### src/pm_trellis_pkg.sv
package pm_trellis_pkg;

    //--------------------------------------------------------------------------
    // Trellis geometry
    //--------------------------------------------------------------------------

    localparam int NUM_STATES  = 64;
    localparam int GROUP_SIZE  = 8;
    localparam int NUM_GROUPS  = NUM_STATES / GROUP_SIZE;
    localparam int STATE_IDX_W = $clog2(NUM_STATES);

    //--------------------------------------------------------------------------
    // Search mode
    //--------------------------------------------------------------------------

    // Larger codes search fewer states
    typedef enum logic [1:0] {
        ALL_64 = 2'd0,
        LOW_32 = 2'd1,
        LOW_16 = 2'd2,
        LOW_8  = 2'd3
    } search_mode_t;

    // Number of low states that take part in the search
    function automatic int active_states(search_mode_t mode);
        case (mode)
            ALL_64: begin
                return NUM_STATES;
            end
            LOW_32: begin
                return NUM_STATES / 2;
            end
            LOW_16: begin
                return NUM_STATES / 4;
            end
            default: begin
                return NUM_STATES / 8;
            end
        endcase
    endfunction

endpackage

### src/pm_metric_pkg.sv
package pm_metric_pkg;

    localparam int METRIC_W = 8;

    // Signed path metric where larger is better
    typedef logic signed [METRIC_W-1:0] metric_t;

    typedef logic [pm_trellis_pkg::STATE_IDX_W-1:0] state_idx_t;

    // Saturation bounds
    localparam metric_t METRIC_MAX = {1'b0, {(METRIC_W - 1){1'b1}}};
    localparam metric_t METRIC_MIN = {1'b1, {(METRIC_W - 1){1'b0}}};

    // Metric minus maximum taken one bit wider and clamped back to metric range
    function automatic metric_t sat_diff(metric_t pm, metric_t max);
        logic signed [METRIC_W:0] diff;

        diff = (METRIC_W + 1)'(pm) - (METRIC_W + 1)'(max);
        if (diff > METRIC_MAX) begin
            return METRIC_MAX;
        end else if (diff < METRIC_MIN) begin
            return METRIC_MIN;
        end else begin
            return metric_t'(diff);
        end
    endfunction

    // With max the true maximum the upper clamp never fires,
    // only the lower one does

endpackage

### src/pm_argmax_tree.sv
module pm_argmax_tree
    import pm_metric_pkg::*;
#(
    // Power of two, at least 2
    parameter int LEAVES = 8
) (
    input  metric_t [LEAVES-1:0]        metrics_i,
    output metric_t                     max_o,
    output logic [$clog2(LEAVES)-1:0]   idx_o
);

    localparam int LEVELS = $clog2(LEAVES);
    localparam int IDX_W  = LEVELS;

    // Level 0 holds the leaves, level LEVELS the single winner
    metric_t          lvl_val [LEVELS+1][LEAVES];
    logic [IDX_W-1:0] lvl_idx [LEVELS+1][LEAVES];

    //--------------------------------------------------------------------------
    // Leaves
    //--------------------------------------------------------------------------

    for (genvar n = 0; n < LEAVES; n++) begin : g_leaf
        assign lvl_val[0][n] = metrics_i[n];
        assign lvl_idx[0][n] = IDX_W'(n);
    end

    //--------------------------------------------------------------------------
    // Compare levels
    //--------------------------------------------------------------------------

    for (genvar l = 0; l < LEVELS; l++) begin : g_level
        for (genvar n = 0; n < (LEAVES >> (l + 1)); n++) begin : g_node
            logic take_lo;

            // Greater or equal, so on a tie the lower index survives
            assign take_lo = lvl_val[l][2*n] >= lvl_val[l][2*n+1];

            assign lvl_val[l+1][n] = take_lo ? lvl_val[l][2*n] : lvl_val[l][2*n+1];
            assign lvl_idx[l+1][n] = take_lo ? lvl_idx[l][2*n] : lvl_idx[l][2*n+1];
        end
    end

    assign max_o = lvl_val[LEVELS][0];
    assign idx_o = lvl_idx[LEVELS][0];

endmodule

### src/pm_max_search.sv
module pm_max_search
    import pm_trellis_pkg::*;
    import pm_metric_pkg::*;
(
    input  logic                      clk_i,
    input  logic                      rst_an_i,
    input  logic                      clear_i,
    input  logic                      valid_i,
    input  search_mode_t              mode_i,
    input  metric_t [NUM_STATES-1:0]  pm_i,
    output logic                      s1_valid_o,
    output search_mode_t              s1_mode_o,
    output metric_t [NUM_STATES-1:0]  s1_pm_o,
    output metric_t                   s1_max_o,
    output state_idx_t                s1_idx_o
);

    localparam int LOCAL_IDX_W = $clog2(GROUP_SIZE);
    localparam int GROUP_IDX_W = $clog2(NUM_GROUPS);

    metric_t [NUM_GROUPS-1:0]  grp_max;
    metric_t [NUM_GROUPS-1:0]  grp_max_masked;
    logic [LOCAL_IDX_W-1:0]    grp_idx [NUM_GROUPS];
    metric_t                   top_max;
    logic [GROUP_IDX_W-1:0]    top_grp;
    state_idx_t                win_idx;

    //--------------------------------------------------------------------------
    // First level with one tree per group of states
    //--------------------------------------------------------------------------

    for (genvar g = 0; g < NUM_GROUPS; g++) begin : g_group
        pm_argmax_tree #(
            .LEAVES (GROUP_SIZE)
        ) u_grp_tree (
            .metrics_i (pm_i[g*GROUP_SIZE +: GROUP_SIZE]),
            .max_o     (grp_max[g]),
            .idx_o     (grp_idx[g])
        );
    end

    // Groups above the active range drop to the floor value
    always_comb begin
        for (int g = 0; g < NUM_GROUPS; g++) begin
            if (g * GROUP_SIZE < active_states(mode_i)) begin
                grp_max_masked[g] = grp_max[g];
            end else begin
                grp_max_masked[g] = METRIC_MIN;
            end
        end
    end

    //--------------------------------------------------------------------------
    // Second level across group winners
    //--------------------------------------------------------------------------

    // Group 0 is always active and ties go low, so a masked group never wins
    pm_argmax_tree #(
        .LEAVES (NUM_GROUPS)
    ) u_top_tree (
        .metrics_i (grp_max_masked),
        .max_o     (top_max),
        .idx_o     (top_grp)
    );

    // Local index taken from the same group as the winning metric
    assign win_idx = {top_grp, grp_idx[top_grp]};

    //--------------------------------------------------------------------------
    // Stage register
    //--------------------------------------------------------------------------

    always_ff @(posedge clk_i or negedge rst_an_i) begin
        if (!rst_an_i) begin
            s1_valid_o <= 1'b0;
        end else if (clear_i) begin
            s1_valid_o <= 1'b0;
        end else begin
            s1_valid_o <= valid_i;
        end
    end

    always_ff @(posedge clk_i) begin
        if (valid_i) begin
            s1_mode_o <= mode_i;
            s1_pm_o   <= pm_i;
            s1_max_o  <= top_max;
            s1_idx_o  <= win_idx;
        end
    end

endmodule

### src/pm_norm_top.sv
module pm_norm_top
    import pm_trellis_pkg::*;
    import pm_metric_pkg::*;
(
    input  logic                      clk_i,
    input  logic                      rst_an_i,
    input  logic                      clear_i,
    input  logic                      valid_i,
    input  search_mode_t              mode_i,
    input  metric_t [NUM_STATES-1:0]  pm_i,
    output logic                      valid_o,
    output metric_t [NUM_STATES-1:0]  pm_nom_o,
    output state_idx_t                max_idx_o
);

    // Search to normalize stage
    logic                      s1_valid;
    search_mode_t              s1_mode;
    metric_t [NUM_STATES-1:0]  s1_pm;
    metric_t                   s1_max;
    state_idx_t                s1_idx;

    //--------------------------------------------------------------------------
    // Stage one finds the maximum
    //--------------------------------------------------------------------------

    pm_max_search u_max_search (
        .clk_i      (clk_i),
        .rst_an_i   (rst_an_i),
        .clear_i    (clear_i),
        .valid_i    (valid_i),
        .mode_i     (mode_i),
        .pm_i       (pm_i),
        .s1_valid_o (s1_valid),
        .s1_mode_o  (s1_mode),
        .s1_pm_o    (s1_pm),
        .s1_max_o   (s1_max),
        .s1_idx_o   (s1_idx)
    );

    //--------------------------------------------------------------------------
    // Stage two normalizes the metrics
    //--------------------------------------------------------------------------

    pm_normalize_stage u_normalize (
        .clk_i      (clk_i),
        .rst_an_i   (rst_an_i),
        .clear_i    (clear_i),
        .s1_valid_i (s1_valid),
        .s1_mode_i  (s1_mode),
        .s1_pm_i    (s1_pm),
        .s1_max_i   (s1_max),
        .s1_idx_i   (s1_idx),
        .valid_o    (valid_o),
        .pm_nom_o   (pm_nom_o),
        .max_idx_o  (max_idx_o)
    );

endmodule

### src/pm_normalize_stage.sv
module pm_normalize_stage
    import pm_trellis_pkg::*;
    import pm_metric_pkg::*;
(
    input  logic                      clk_i,
    input  logic                      rst_an_i,
    input  logic                      clear_i,
    input  logic                      s1_valid_i,
    input  search_mode_t              s1_mode_i,
    input  metric_t [NUM_STATES-1:0]  s1_pm_i,
    input  metric_t                   s1_max_i,
    input  state_idx_t                s1_idx_i,
    output logic                      valid_o,
    output metric_t [NUM_STATES-1:0]  pm_nom_o,
    output state_idx_t                max_idx_o
);

    logic [NUM_STATES-1:0]     upd_en;
    metric_t [NUM_STATES-1:0]  pm_sat;

    //--------------------------------------------------------------------------
    // Update enables and saturated differences
    //--------------------------------------------------------------------------

    always_comb begin
        for (int n = 0; n < NUM_STATES; n++) begin
            // Only low states of a valid item move
            upd_en[n] = s1_valid_i && (n < active_states(s1_mode_i));
            pm_sat[n] = sat_diff(s1_pm_i[n], s1_max_i);
        end
    end

    //--------------------------------------------------------------------------
    // Output registers
    //--------------------------------------------------------------------------

    always_ff @(posedge clk_i or negedge rst_an_i) begin
        if (!rst_an_i) begin
            valid_o <= 1'b0;
        end else if (clear_i) begin
            valid_o <= 1'b0;
        end else begin
            valid_o <= s1_valid_i;
        end
    end

    always_ff @(posedge clk_i or negedge rst_an_i) begin
        if (!rst_an_i) begin
            max_idx_o <= '0;
        end else if (clear_i) begin
            max_idx_o <= '0;
        end else if (s1_valid_i) begin
            max_idx_o <= s1_idx_i;
        end
    end

    // Inactive states hold their last normalized value
    always_ff @(posedge clk_i or negedge rst_an_i) begin
        if (!rst_an_i) begin
            pm_nom_o <= '0;
        end else if (clear_i) begin
            pm_nom_o <= '0;
        end else begin
            for (int n = 0; n < NUM_STATES; n++) begin
                if (upd_en[n]) begin
                    pm_nom_o[n] <= pm_sat[n];
                end
            end
        end
    end

endmodule

### config.mk
export PLATFORM = sky130hd
export DESIGN_NAME = pm_norm_top
export DESIGN_NICKNAME = d
export VERILOG_FILES = /design/src/pm_trellis_pkg.sv /design/src/pm_metric_pkg.sv /design/src/pm_argmax_tree.sv /design/src/pm_max_search.sv /design/src/pm_norm_top.sv /design/src/pm_normalize_stage.sv
export SDC_FILE = /design/constraint.sdc
export NUM_CORES = 2
export LEC_CHECK = 0
export ABC_CLOCK_PERIOD_IN_PS = 6000
export BUFFER_PORTS_ARGS = -buffer_cell sky130_fd_sc_hd__buf_4
export CAP_MARGIN = 25
export CORE_MARGIN = 4
export CORE_UTILIZATION = 45
export CTS_BUF_LIST = sky130_fd_sc_hd__clkbuf_4 sky130_fd_sc_hd__clkbuf_8
export CTS_CLUSTER_DIAMETER = 100
export CTS_CLUSTER_SIZE = 28
export DETAILED_ROUTE_END_ITERATION = 16
export GPL_ROUTABILITY_DRIVEN = 0
export GPL_TIMING_DRIVEN = 0
export PLACE_DENSITY = 0.66
export RECOVER_POWER = 50
export SLEW_MARGIN = 40
export SYNTH_ARGS = -nofsm -noshare
export SYNTH_HDL_FRONTEND = slang
export SYNTH_SLANG_ARGS = --single-unit
### constraint.sdc
create_clock -name clk_i -period 6 [get_ports clk_i]
set_clock_uncertainty 0.1 [all_clocks]
set_input_delay 0.6 -clock clk_i [delete_from_list [all_inputs] [get_ports clk_i]]
set_output_delay 0.6 -clock clk_i [all_outputs]
set_load 0.01 [all_outputs]
=== Word-level counts from Yosys, hierarchy flattened ===
Index checks and enable logic that the tools add are counted.

* Bitwise gates (word level): 1
* Divide/modulo/power cells: 0
* $add $sub $neg: 64
* Reduce and logical (&&, ||, !) cells: 131
* Eq/ne operators: 4
* Muxes and demuxes: 336
* Shifts and indexed selects: 0
* Order comparisons: 264
* Multipliers: 0

{| class="wikitable"
|+ Operator list
! cell !! number
|-
| 8-bit two-way mux || 263
|-
| 9-bit by 8-bit > comparator with 1-bit output, second input constant || 64
|-
| 9-bit by 8-bit < comparator with 1-bit output, second input constant || 64
|-
| 8-bit by 8-bit subtractor with 9-bit output || 64
|-
| 512-bit two-way mux || 1
|-
| 8-bit >= comparator || 63
|-
| 6-bit by 7-bit < comparator with 1-bit output, first input constant || 36
|-
| 2-bit nonzero test || 65
|-
| 5-bit by 7-bit < comparator with 1-bit output, first input constant || 18
|-
| 1-bit logical AND || 64
|-
| 4-bit by 7-bit < comparator with 1-bit output, first input constant || 9
|-
| 7-bit one-hot mux with 3 select lines || 2
|-
| 1-bit two-way mux || 38
|-
| 2-bit two-way mux || 18
|-
| 3-bit two-way mux || 11
|-
| 3-bit by 7-bit < comparator with 1-bit output, first input constant || 4
|-
| 1-bit by 7-bit < comparator with 1-bit output, first input constant || 3
|-
| 2-bit by 7-bit < comparator with 1-bit output, first input constant || 2
|-
| 6-bit two-way mux || 2
|-
| 3-bit binary-select mux with 3-bit select || 1
|-
| 2-bit by 1-bit equality test with 1-bit output, second input constant || 2
|-
| 2-bit equality test, second input constant || 2
|-
| 4-bit >= comparator, second input constant || 1
|-
| 2-bit logical NOT || 2
|-
| 3-bit inverter with 4-bit output || 1
|}

* Bits of input ports: 518
* Flip-flop bits (word level): 1048
* Memory bits (writable): 0
* Bits in latches: 0
* Memory bits (read-only): 0
* Memories: 0

=== Longest topological paths before layout ===
* Word-level depth: 17
* Depth in mapped cells: 63

=== By module ===
Synthesis repeated with hierarchy kept, for this count alone.

* Cells, all modules: 7935
* Area, all modules: 80743.7 um^2

{| class="wikitable"
|+ Modules (own cells, without submodules)
! module !! cells an instance !! instances !! area an instance (um^2) !! sequential area each (um^2)
|-
| pm_normalize_stage || 4751 || 1 || 44184.9 || 12987.5
|-
| pm_argmax_tree || 286 || 9 || 2229.6 || 0.0
|-
| pm_max_search || 610 || 1 || 16492.1 || 15880.2
|}

=== Least setup slack after synthesis ===
OpenSTA, ideal clock, no wires.

* Kind: input port to flip-flop
* From: in pm_i[224] in the netlist's numbering
* To: reg u_max_search.s1_idx_o[1] (data pin)
* Arrival time: 11442 ps
* Data required time: 5767 ps
* Library setup time: 133 ps
* Setup slack: -5676 ps
* Stages: 52
* Path buffers: 5
* Cells stage by stage: inv_1 > ha_1 > nand2b_1 > a2111oi_2 > o21ai_1 > clkbuf_1 > a21oi_1 > inv_1 > ha_1 > a21o_1 > a21o_1 > a2111oi_0 > a311oi_1 > o31ai_1 > nor2_1 > a21oi_1 > ha_1 > nand2b_1 > [16 not listed] > ha_1 > or4b_1 > o31a_1 > nor2_1 > nand2_1 > a21oi_1 > a222oi_1 > o21ai_1 > ha_1 > a21o_1 > a21oi_1 > o21ai_0 > o21a_1 > mux2i_1 > clkbuf_1 > nor2_1 > a2111oi_0 > a311o_1

* Cells in the longest elaborated chain, start to end: 17

{| class="wikitable"
|+ RTL lines
! item !! line !! text
|-
| from (decl) || pm_norm_top.sv:10 || <nowiki>input metric_t [NUM_STATES-1:0] pm_i,</nowiki>
|-
| 8-bit >= comparator || pm_argmax_tree.sv:37 || <nowiki>assign take_lo = lvl_val[l][2*n] >= lvl_val[l][2*n+1];</nowiki>
|-
| 8-bit two-way mux * || pm_argmax_tree.sv:39 || <nowiki>assign lvl_val[l+1][n] = take_lo ? lvl_val[l][2*n] : lvl_val[l][2*n+1];</nowiki>
|-
| 8-bit >= comparator || pm_argmax_tree.sv:37 ||
|-
| 8-bit two-way mux * || pm_argmax_tree.sv:39 ||
|-
| 8-bit >= comparator || pm_argmax_tree.sv:37 ||
|-
| 8-bit two-way mux * || pm_argmax_tree.sv:39 ||
|-
| 8-bit two-way mux * || pm_max_search.sv:45 || <nowiki>if (g * GROUP_SIZE < active_states(mode_i)) begin</nowiki>
|-
| 8-bit >= comparator || pm_argmax_tree.sv:37 ||
|-
| [2 not listed] || n/a ||
|-
| 8-bit two-way mux || pm_argmax_tree.sv:39 ||
|-
| 8-bit >= comparator || pm_argmax_tree.sv:37 ||
|-
| 3-bit two-way mux * || pm_argmax_tree.sv:40 || <nowiki>assign lvl_idx[l+1][n] = take_lo ? lvl_idx[l][2*n] : lvl_idx[l][2*n+1];</nowiki>
|-
| named net u_max_search.top_grp[1] || pm_max_search.sv:25 || <nowiki>logic [GROUP_IDX_W-1:0] top_grp;</nowiki>
|-
| 3-bit inverter with 4-bit output (not written as such) * || pm_max_search.sv:67 || <nowiki>assign win_idx = {top_grp, grp_idx[top_grp]};</nowiki>
|-
| 3-bit binary-select mux with 3-bit select * || pm_max_search.sv:67 ||
|-
| 3-bit two-way mux (not written as such) * (2 in series) || pm_max_search.sv:67 ||
|-
| named net u_max_search.win_idx[1] || pm_max_search.sv:26 || <nowiki>state_idx_t win_idx;</nowiki>
|-
| to (signal assigned) || pm_max_search.sv:88 || <nowiki>s1_idx_o <= win_idx;</nowiki>
|-
| to (decl) || pm_max_search.sv:15 || <nowiki>output state_idx_t s1_idx_o</nowiki>
|}

Mark *: on every way through the listed nets, which the timed path passes. The rest lies on a longest branch. The select of a mux whose other input is x is not followed.
A chain may end at the register's enable or synchronous reset.

=== Worst setup path after layout ===
* From: in pm_i[441] in the netlist's numbering
* To: reg u_max_search.s1_idx_o[1] (data pin)

* Cells in the longest elaborated chain, start to end: 17

{| class="wikitable"
|+ RTL lines
! item !! line
|-
| 8-bit >= comparator || pm_argmax_tree.sv:37
|-
| 8-bit two-way mux * || pm_argmax_tree.sv:39
|-
| 8-bit >= comparator || pm_argmax_tree.sv:37
|-
| 8-bit two-way mux || pm_argmax_tree.sv:39
|-
| 8-bit >= comparator || pm_argmax_tree.sv:37
|-
| 8-bit two-way mux || pm_argmax_tree.sv:39
|-
| 8-bit two-way mux || pm_max_search.sv:45
|-
| 8-bit >= comparator || pm_argmax_tree.sv:37
|-
| 8-bit two-way mux || pm_argmax_tree.sv:39
|-
| 8-bit >= comparator || pm_argmax_tree.sv:37
|-
| 8-bit two-way mux || pm_argmax_tree.sv:39
|-
| 8-bit >= comparator || pm_argmax_tree.sv:37
|-
| 3-bit two-way mux || pm_argmax_tree.sv:40
|-
| 3-bit inverter with 4-bit output (not written as such) || pm_max_search.sv:67
|-
| 3-bit binary-select mux with 3-bit select * || pm_max_search.sv:67
|-
| 3-bit two-way mux (not written as such) * (2 in series) || pm_max_search.sv:67
|-
| named net u_max_search.win_idx[1] || pm_max_search.sv:26
|}

Marked as above.

==> impl_results.md <==
* Hold WC Path Type: primary input to flop
* Synthesis-stage register bit count at 1048
* DR pass1 iterations at 6
* Post-route ant nets at 0
* Crit path launch: pm_i[441]
* Number of max-cap violations at 6
* Syn Area/Cell at 10.1 um^2
* PnR worst setup slack at -5060 ps
* Fin Setup TNS at -138070 ps
* HPWL after DPL at 218000 um
* Synthesized cell area at 0.0736 mm^2
* Root buf cell: clkbuf_8
* Top FF cell, synth: edfxtp_1
* Area post-placement at 0.0864 mm^2
* Crit Path Max Fanout at 10
* Initial DRC Count at 5709
* Chip Height at 412 um
* Post-place setup slack at -7790 ps
* First-pass GRT wire length at 413000 um
* Max VDD drop at 0.00326 V
* Placed Cells at 10500
* H-tree Lvls at 2
* Worst hold start: clear_i
* Met1 Resource Use GR at 40.2%
* Failing checks: capacitance limit, slew limit, setup timing
* Site row count at 148
* Reg area at 0.0289 mm^2
* Area Growth Syn to Fin at 29.3%
* Vias at 66400
* Filler cell count at 14100
* Crit share post-route at 184%
* Final hold violation count at 0
* Tmin final at 11060 ps
* Area of the multi-input gates at 0.0444 mm^2
* Global Route Usage Sum at 32.3%
* Hold Path Sink: u_normalize.max_idx_o[1]$_DFFE_PN0P_
* Top cells by area, synth: edfxtp_1, dfrtp_1, ha_1
* Crit end category: flop
* Fin util at 58.6%
* CTS tree: done
* Cell taking the most area after synthesis: edfxtp_1
* # DRC at 0
* Slowest cell on crit path: mux2i_4
* CTS Buf Count at 50
* Cells after synthesis at 7271
* Finished Cell Area at 0.0952 mm^2
* Initial antenna violation count at 135
* Core area at 0.163 mm^2
* Worst EP arrival at 11580 ps
* Reg2Reg Launch Point: u_max_search.s1_valid_o$_DFF_PN0_
* Syn_nets at 8861
* DIE AREA at 0.170 mm^2
* Slew HR at -157%
* R2r setup slk at 2030 ps
* PwrDens at 699 mW/mm^2
* Vias in the first global route at 65600
* # setup viols final at 181
* Worst-skew pair later-pin latency at 860 ps
* Final Power at 66.6 mW
* Synth warn at 0
* FMAX at 0.0904 GHz
* EDFF count, synth at 528
* Finished Layout Cells at 11500
* Vias/cell at 5.79
* RSZ-0062 raised after global routing: true
* Synth top cells by count: ha_1, inv_1, nor2_1
* GRT Max-Usage Layer: met2
* Worst-margin pin slew at 3850 ps
* Worst Setup Start Kind: primary input
* Hold Crit Depth at 3
* Port-buffer cells at 1036
* Clock tree buffer depth at 3
* Slowest cell delay on critical path at 450 ps
* Reg2reg path depth at 8
* Most frequent cell after synthesis: ha_1
* Most frequent CP cell: ha_1
* Slew Limit Fails at 404
* Top-area cell type share of the netlist area at 21.5%
* Largest net degree at the start of global routing at 75
* Outcome: finished with violations
* Yosys cell types at 94
* Met2 usage at 51.4%
* Async SR Flop Fraction at 49.6%
* Worst Path Required at 6520 ps
* Grt ovf at 0
* LEAKAGE at 44.1 nW
* Final hold slack at 197 ps
* Worst-path clk slew at 170 ps
* Sink Count at 1048
* CP Class: primary input to flop
* Final WL at 286000 um
* Share of layout cells above drive strength 1 at 17.1%
* Initial core utilization at 45.3%
* IO Count at 1037
* Nets at 10700
* Sequential-to-total area share from yosys stat at 39.2%
* Met3 GRT Util at 6.92%
* Die extent in x at 412 um
* Wire per inst at 25.0 um
* R2r endpoint: u_normalize.pm_nom_o[83]$_DFFE_PN0P_
[critical path: cells and delay by family]
| family | cells | cell delay [ps] |
|---|---|---|
| AOI/OAI and AO/OA | 29 | 5500 |
| and+or+nand+nor | 13 | 1710 |
| adders and majority gates | 6 | 1610 |
| buffers and inverters | 8 | 1320 |
| muxes | 2 | 770 |
[timing repair]
item,CTS,global route
gates cloned,3,1
hold buffers,517,0
buffers inserted,165,44
endpoints found under the hold margin,691,0
pin swaps,113,56
endpoints found under the setup margin,14,14
gates resized for setup,354,125
[cell families (layout without fill, tap and decap cells)]
logic type	count (synthesis)	in the layout	share of synthesized area, %
xor+xnor	320	320	3.81
buf+inv	828	2734	4.24
simple gates	1804	1804	11.3
fa+ha+maj	1075	1075	18.9
other cells	0	120	0
compound gates	1902	1903	18.4
flops	1048	1048	39.2
mux	294	294	4.08
[layout by cell type (no fill, tap or decap), drive strengths merged, types with 63 or more instances in the layout]
cell	synthesis	routed
clkbuf	121	598
xor2	133	133
nor2	624	624
edfxtp	528	528
buf	22	912
dfrtp	520	520
o21ai	405	405
fa	64	64
diode	0	120
o21a	102	102
inv	685	694
xnor2	187	187
a22o	174	174
nor2b	203	203
a21boi	78	78
a21o	141	141
mux2i	251	251
nand2	547	547
dlygate4sd3	0	516
nand3	63	63
ha	1008	1008
a31oi	63	63
nand2b	205	205
a21oi	379	379
a221o	304	304
[layout make-up]
| class | count | area share, % |
|---|---|---|
| multi-input cells | 5396 | 46.6 |
| flip-flops and latches | 1048 | 30.3 |
| repair buffers | 1815 | 14.8 |
| well taps | 2175 | 2.86 |
| inverters | 685 | 2.79 |
| plain buffers | 141 | 1.04 |
| clock buffers | 70 | 0.887 |
| clock inverters | 23 | 0.356 |
| diodes | 120 | 0.315 |
[worst max path at each step]
stage | cells past startpoint | to | slack [ps]
detailed placement | 54 | u_max_search.s1_idx_o[0]$_DFFE_PP_ | -7790
CTS | 63 | u_max_search.s1_idx_o[0]$_DFFE_PP_ | -4770
floorplan | 60 | u_max_search.s1_idx_o[0]$_DFFE_PP_ | -4220
finish | 58 | u_max_search.s1_idx_o[1]$_DFFE_PP_ | -5060
global placement | 58 | u_max_search.s1_idx_o[0]$_DFFE_PP_ | -7920
global route | 62 | u_max_search.s1_idx_o[1]$_DFFE_PP_ | -5370
[routing by layer]
layer / wire length (um) / share of wire [%]
met1: 113000 / 39
met3: 24700 / 8.6
met5: 197 / 0.069
met2: 129000 / 45
met4: 19900 / 6.9
[where the power goes]
group	switching [mW]	total (mW)	internal [mW]
Combinational	29.6	52.7	23.0
Clock	2.58	3.71	1.13
Sequential	0.851	10.2	9.35
[state kept, by name, summed over array words and instances (netlist names)]
signal and count:
u_normalize.valid_o 1, u_max_search.s1_mode_o 2, u_normalize.max_idx_o 6, u_max_search.s1_max_o 8, u_max_search.s1_pm_o 512, u_max_search.s1_valid_o 1, u_normalize.pm_nom_o 512, u_max_search.s1_idx_o 6
(Power assumes the default switching activity.)
